==> src/hw/gremlin_params.svh <==
`ifndef GREMLIN_PARAMS_SVH
`define GREMLIN_PARAMS_SVH

// ------------------------------------------------------------
// memories
// ------------------------------------------------------------
`define GREMLIN_MEM_AW      8         // data and program address bits
`define GREMLIN_MEM_DEPTH   256       // words per memory

// ------------------------------------------------------------
// carousels
// ------------------------------------------------------------
`define GREMLIN_SMALL_W     8         // small carousel counter bits
`define GREMLIN_SMALL_LAST  8'd191    // small carousel wraps after this
`define GREMLIN_BIG_W       4         // big carousel counter bits
`define GREMLIN_SLOT0       8'd0      // first transfer slot, also refresh slot
`define GREMLIN_SLOT1       8'd96     // second transfer slot

`endif

==> src/hw/gremlin_pkg.sv <==
`include "gremlin_params.svh"

package gremlin_pkg;

  typedef logic [15:0] word_t;

  // operand source of the operand-read stage
  typedef enum logic [1:0] {
    OPSEL_MEM  = 2'h0,
    OPSEL_INV  = 2'h1,                  // inverted memory word
    OPSEL_ZERO = 2'h2,
    OPSEL_ONES = 2'h3
  } opsel_e;

  typedef enum logic [3:0] {
    OP_ADD0   = 4'h0,                   // carry-in 0
    OP_ADD1   = 4'h1,                   // carry-in 1
    OP_ADDS   = 4'h2,                   // carry of the last add
    OP_ADDC   = 4'h3,                   // carry of the previous instruction
    OP_LDTIME = 4'h4,
    OP_LDIN   = 4'h5,
    OP_STORE  = 4'h6,
    OP_STCLR  = 4'h7,
    OP_NOP    = 4'h8,
    OP_HALT   = 4'h9,
    OP_OUT    = 4'ha,
    OP_OUTX   = 4'hb,                   // output plus transfer request
    OP_SETIDX = 4'hc,
    OP_AND    = 4'hd,
    OP_OR     = 4'he,
    OP_XOR    = 4'hf
  } opcode_e;

  typedef struct packed {
    logic                       br;     // branch if accumulator nonzero
    opsel_e                     opsel;
    logic                       idx;    // address plus index register
    opcode_e                    op;
    logic [`GREMLIN_MEM_AW-1:0] addr;
  } instr_t;

endpackage

==> src/hw/gremlin_slot_timer.sv <==
`include "gremlin_params.svh"

module gremlin_slot_timer
  import gremlin_pkg::*;
(
  input  logic  CLK,
  input  logic  RST,
  input  logic  xfer_req_i,
  output logic  xfer_o,
  output word_t time_o,
  output logic  refresh_strobe_o
);

  logic [`GREMLIN_SMALL_W-1:0] small_q;
  logic [`GREMLIN_BIG_W-1:0]   big_q;
  logic                        pending_q;      // one transfer waiting for a slot
  logic                        refresh_due_q;  // refresh held off by a transfer
  logic                        wrap;
  logic                        at_slot;
  logic                        refresh_now;

  assign wrap        = (small_q == `GREMLIN_SMALL_LAST);
  assign at_slot     = (small_q == `GREMLIN_SLOT0) || (small_q == `GREMLIN_SLOT1);
  assign xfer_o      = pending_q && at_slot;
  assign refresh_now = refresh_due_q || ((small_q == `GREMLIN_SLOT0) && big_q[0]);

  // ------------------------------------------------------------
  // carousels, time register, transfer and refresh
  // ------------------------------------------------------------
  always_ff @(posedge CLK)
  begin
    if (!RST)
    begin
      small_q          <= `GREMLIN_SMALL_LAST;  // wraps to 0 on the first cycle
      big_q            <= '1;
      pending_q        <= 1'b0;
      refresh_due_q    <= 1'b0;
      refresh_strobe_o <= 1'b0;
      time_o           <= '0;
    end
    else
    begin
      time_o <= time_o - 16'd1;
      if (wrap)
      begin
        small_q <= '0;
        big_q   <= big_q + 1'b1;
      end
      else
        small_q <= small_q + 1'b1;

      pending_q <= xfer_req_i || (pending_q && !at_slot);

      if (refresh_now && !pending_q)
      begin
        refresh_strobe_o <= !refresh_strobe_o;
        refresh_due_q    <= 1'b0;
      end
      else if (refresh_now)
        refresh_due_q <= 1'b1;
    end
  end

endmodule

==> config.mk <==
export PLATFORM = sky130hd
export DESIGN_NAME = gremlin_slot_timer
export DESIGN_NICKNAME = d
export VERILOG_FILES = /design/src/hw/gremlin_pkg.sv /design/src/hw/gremlin_slot_timer.sv
export VERILOG_INCLUDE_DIRS = /design/src /design/src/hw
export SDC_FILE = /design/constraint.sdc
export NUM_CORES = 1
export LEC_CHECK = 0
export ABC_CLOCK_PERIOD_IN_PS = 5400
export BUFFER_PORTS_ARGS = -buffer_cell sky130_fd_sc_hd__buf_4
export CORE_MARGIN = 8
export CORE_UTILIZATION = 33
export CTS_CLUSTER_SIZE = 28
export DETAILED_ROUTE_END_ITERATION = 8
export PLACE_DENSITY = 0.54
export SYNTH_ARGS = -nofsm -noshare
export SYNTH_HDL_FRONTEND = slang
export SYNTH_SLANG_ARGS = --single-unit
export TNS_END_PERCENT = 5
==> constraint.sdc <==
create_clock -name CLK -period 5.4 [get_ports CLK]
set_clock_uncertainty 0.15 [all_clocks]
set_input_delay 1.08 -clock CLK [delete_from_list [all_inputs] [get_ports CLK]]
set_output_delay 1.08 -clock CLK [all_outputs]
set_load 0.01 [all_outputs]
==> metrics.cfg <==
[run_status]
result_of_the_run=finished clean

[synth]
synth_top_family_by_area=simple AND/OR/NAND/NOR gates
synth-seq-cells=28
synth_net_count=145
synthSimpleGateAreaFrac_pct=27.8
post_synth_inst_count=139
yosys.area_share.xor_xnor_pct=10.4
synth-adder-area-share_pct=2.97
ys_seq_area_share_pct=44.4
synth_cell_types=34
synth_compound_area_share_pct=10.3
synth_area_um2=1260
muxShareOfSynthArea_pct=0.792
synth.avg_cell_area_um2=9.09
yosysWarnings=0

[routing]
vias_per_cell=5.11
via_count=1058
drt_pass1_iterations=4
routed_wl_um=2600
route.antenna.remaining_nets=0
drt_iter0_markers=35
drc=0
route.detailed.wl_per_inst_um=12.6

[global_routing]
grt_overflow_total=0
gr-usage-all-layers_pct=8.52
grt_antenna_before_repair=0
grt_pass1_wl_um=4350
grt_pass1_vias=964
pin_count_of_the_biggest_net_entering_global_routing=34

[timing]
timing.final.max_slew_violations=0
setup-violations-final=0
timing.setup.tns_ps=0
period_minus_slack_ps=2730
slew_worst_pin_ps=781
grt_setup_unrepaired=false
final_hold_viol_count=0
maxClockFrequency_mhz=367
fin_crit_sh_pct=50.5
timing.final.ws_setup_ps=2670
relSlewSlack_pct=47.4

[cts]
cts_buffers=3
clock_transition_at_the_registers_of_the_reported_paths_ps=100
cts_sinks=28
clock_tree_from_tritoncts=done
post_cts_sizing=0
ctsRootBufferMaster=clkbuf_8
cts-htree-levels=1
worstSkewPairLatency_ps=280
post_cts_setup_buffers=0
hold_bufs_at_cts=0
ctsLongestPathBuffers=2

[pwr]
seq_power_share_pct=43.9
leakage_nw=0.656
power.density_nw_per_um2=515
combinational_power_share_pct=35.0
intPower_mw=0.509
vdd.ir_drop.worst_mv=0.246
part_of_the_total_power_dissipated_in_the_clock_network_pct=21.1
switching_share_pct=35.3
power.switching_mw=0.278

[final_layout]
antenna_cells=0
final_nets=166
drive_gt1_share_pct=15.7
register_area_um2=561
multiInputGateArea_um2=661
area_delta_synth_final_pct=21.0
fillers=368

[setup_path]
r2r_slack_ps=3390
rr_startpoint=small_q[0]
worst-setup-path-type=reg -> out
start_kind=flop
regToRegEndpoint=big_q[0]
data_arrival_time_of_the_critical_path_ps=1500
worst_reg2reg_path_length_in_cells=5
endpoint_kind=output pin
cp-endpoint=xfer_o
cp.required_ps=4170
worstPathMaxFanout=6
worstSetupStartpoint=small_q[0]

[floorplan]
chipHeight_um=77.9
initial_core_util_pct=34.5
coreArea_um2=3660
design.portCount=21
placement_rows=22
die_area_um2=6070
dieWidth_um=77.9

[place]
detailedPlacementHpwl_um=1880
io_buffer_count=20
place_worst_setup_slack_ps=3010
place_congestion=0.818

[min_path]
worstHoldPathCells=2
worstHoldPathType=reg -> reg

[flow_run]
timing.max_cap.violations=0

-- critical path, cell delays in order, from the launching register on --
cell      delay (ps)
dfxtp_1          370
inv_1             80
ha_1             130
nand2b_1          80
nor4_1           240
and3_1           210
buf_4            120
-- through the flow --
step | total power [mW] | cell area, um^2 | hold WS [ps] | cells | util [%]
final | 0.787 | 1530 | 330 | 207 | 41.8
after global routing | 0.848 | 1530 | 357 | 207 | 41.8
after CTS | 0.797 | 1530 | 335 | 207 | 41.8
after detailed placement | 0.627 | 1460 | 321 | 203 | 39.8
after global placement | 0.621 | 1460 | 307 | 203 | 39.8
after floorplan | 0.530 | 1260 | 307 | 139 | -
-- state kept, by name (all words and copies together) (netlist names) --
signal            count
time_o               16
big_q                 1
pending_q             1
refresh_strobe_o      1
small_q               8
refresh_due_q         1
-- cell usage in the layout (no fill, tap or decap) --
| cell type | Yosys | layout |
|---|---|---|
| dfxtp_1 | 28 | 28 |
| buf_4 | 0 | 20 |
| xnor2_1 | 9 | 9 |
| nand2_1 | 9 | 9 |
| and2_1 | 9 | 9 |
| o21ai_0 | 8 | 8 |
| inv_1 | 7 | 7 |
| nand3_1 | 7 | 7 |
| nor4_1 | 6 | 6 |
| nor2_1 | 6 | 6 |
| xor2_1 | 6 | 6 |
| nor3_1 | 5 | 5 |
| nand2b_1 | 4 | 4 |
| nand4_1 | 3 | 3 |
| or4_1 | 3 | 3 |
| a21boi_0 | 3 | 3 |
| ha_1 | 3 | 3 |
| clkbuf_8 | 0 | 3 |
| or4b_1 | 2 | 2 |
| nor2b_1 | 2 | 2 |
| a31oi_1 | 2 | 2 |
| and3_1 | 1 | 1 |
| nor4_2 | 1 | 1 |
| o31ai_1 | 1 | 1 |
| a21boi_1 | 1 | 1 |
| o311ai_0 | 1 | 1 |
| o41ai_1 | 1 | 1 |
| or3_1 | 1 | 1 |
| mux2i_1 | 1 | 1 |
| nand3b_1 | 1 | 1 |
| nor4bb_1 | 1 | 1 |
| o211ai_1 | 1 | 1 |
| a21oi_1 | 1 | 1 |
| o211a_1 | 1 | 1 |
| bufinv_16 | 0 | 1 |
-- worst min path at each step --
stage                 endpoint        from  slack (ps)
finish              time_o[15]  time_o[15]         330
CTS                 time_o[15]  time_o[15]         330
global route        time_o[15]  time_o[15]         360
floorplan             big_q[0]    big_q[0]         310
global placement    time_o[15]  time_o[15]         310
detailed placement   time_o[0]   time_o[0]         320
-- power by group through the flow --
stage               Combinational, mW  Clock, mW  Sequential (mW)
floorplan                       0.183          0            0.346
global placement                0.278          0            0.343
detailed placement              0.279          0            0.348
CTS                             0.281      0.173            0.343
global route                    0.312      0.179            0.356
finish                          0.276      0.166            0.345
-- cells by family after synthesis --
group                    count (synthesis)
AND/OR/NAND/NOR                         61
flip-flops                              28
AO/OA/AOI/OAI                           20
XOR/XNOR                                15
buffers and inverters                   11
adder cells (fa/ha/maj)                  3
multiplexers                             1
-- layout make-up --
class | count | area share (%)
Inverter | 7 | 1.72
Clock inverter | 1 | 1.96
Tap cell | 48 | 3.93
Multi-Input combinational cell | 100 | 43.2
Clock buffer | 3 | 2.70
Timing Repair Buffer | 20 | 9.82
Sequential cell | 28 | 36.7
-- cells in the mapped netlist, drive strengths merged --
master / instances / area (um^2)
dfxtp: 28 / 561
and2: 9 / 56.3
nand2: 9 / 33.8
xnor2: 9 / 78.8
o21ai: 8 / 40.0
inv: 7 / 26.3
nand3: 7 / 35.0
nor4: 7 / 50.1
nor2: 6 / 22.5
xor2: 6 / 52.6
nor3: 5 / 25.0
a21boi: 4 / 30.0
nand2b: 4 / 25.0
clkbuf: 3 / 11.3
ha: 3 / 37.5
nand4: 3 / 18.8
or4: 3 / 22.5
a31oi: 2 / 12.5
nor2b: 2 / 12.5
or4b: 2 / 20.0
a21oi: 1 / 5.00
and3: 1 / 6.26
buf: 1 / 5.00
mux2i: 1 / 10.0
nand3b: 1 / 7.51
nor4bb: 1 / 10.0
o211a: 1 / 10.0
o211ai: 1 / 7.51
o311ai: 1 / 8.76
o31ai: 1 / 7.51
o41ai: 1 / 8.76
or3: 1 / 6.26
-- per-layer routing --
metal / global-route usage [%] / wire length, um / vias to the layer above / share of wire, %
met4: 2.08 / 19 / 0 / 0.73
li1: - / - / 530 / -
met2: 15.0 / 1220 / 24 / 47
met3: 3.11 / 127 / 4 / 4.9
met5: 0 / 0 / - / 0
met1: 9.49 / 1230 / 500 / 47
Note: power is estimated with default switching activity, not from simulation.
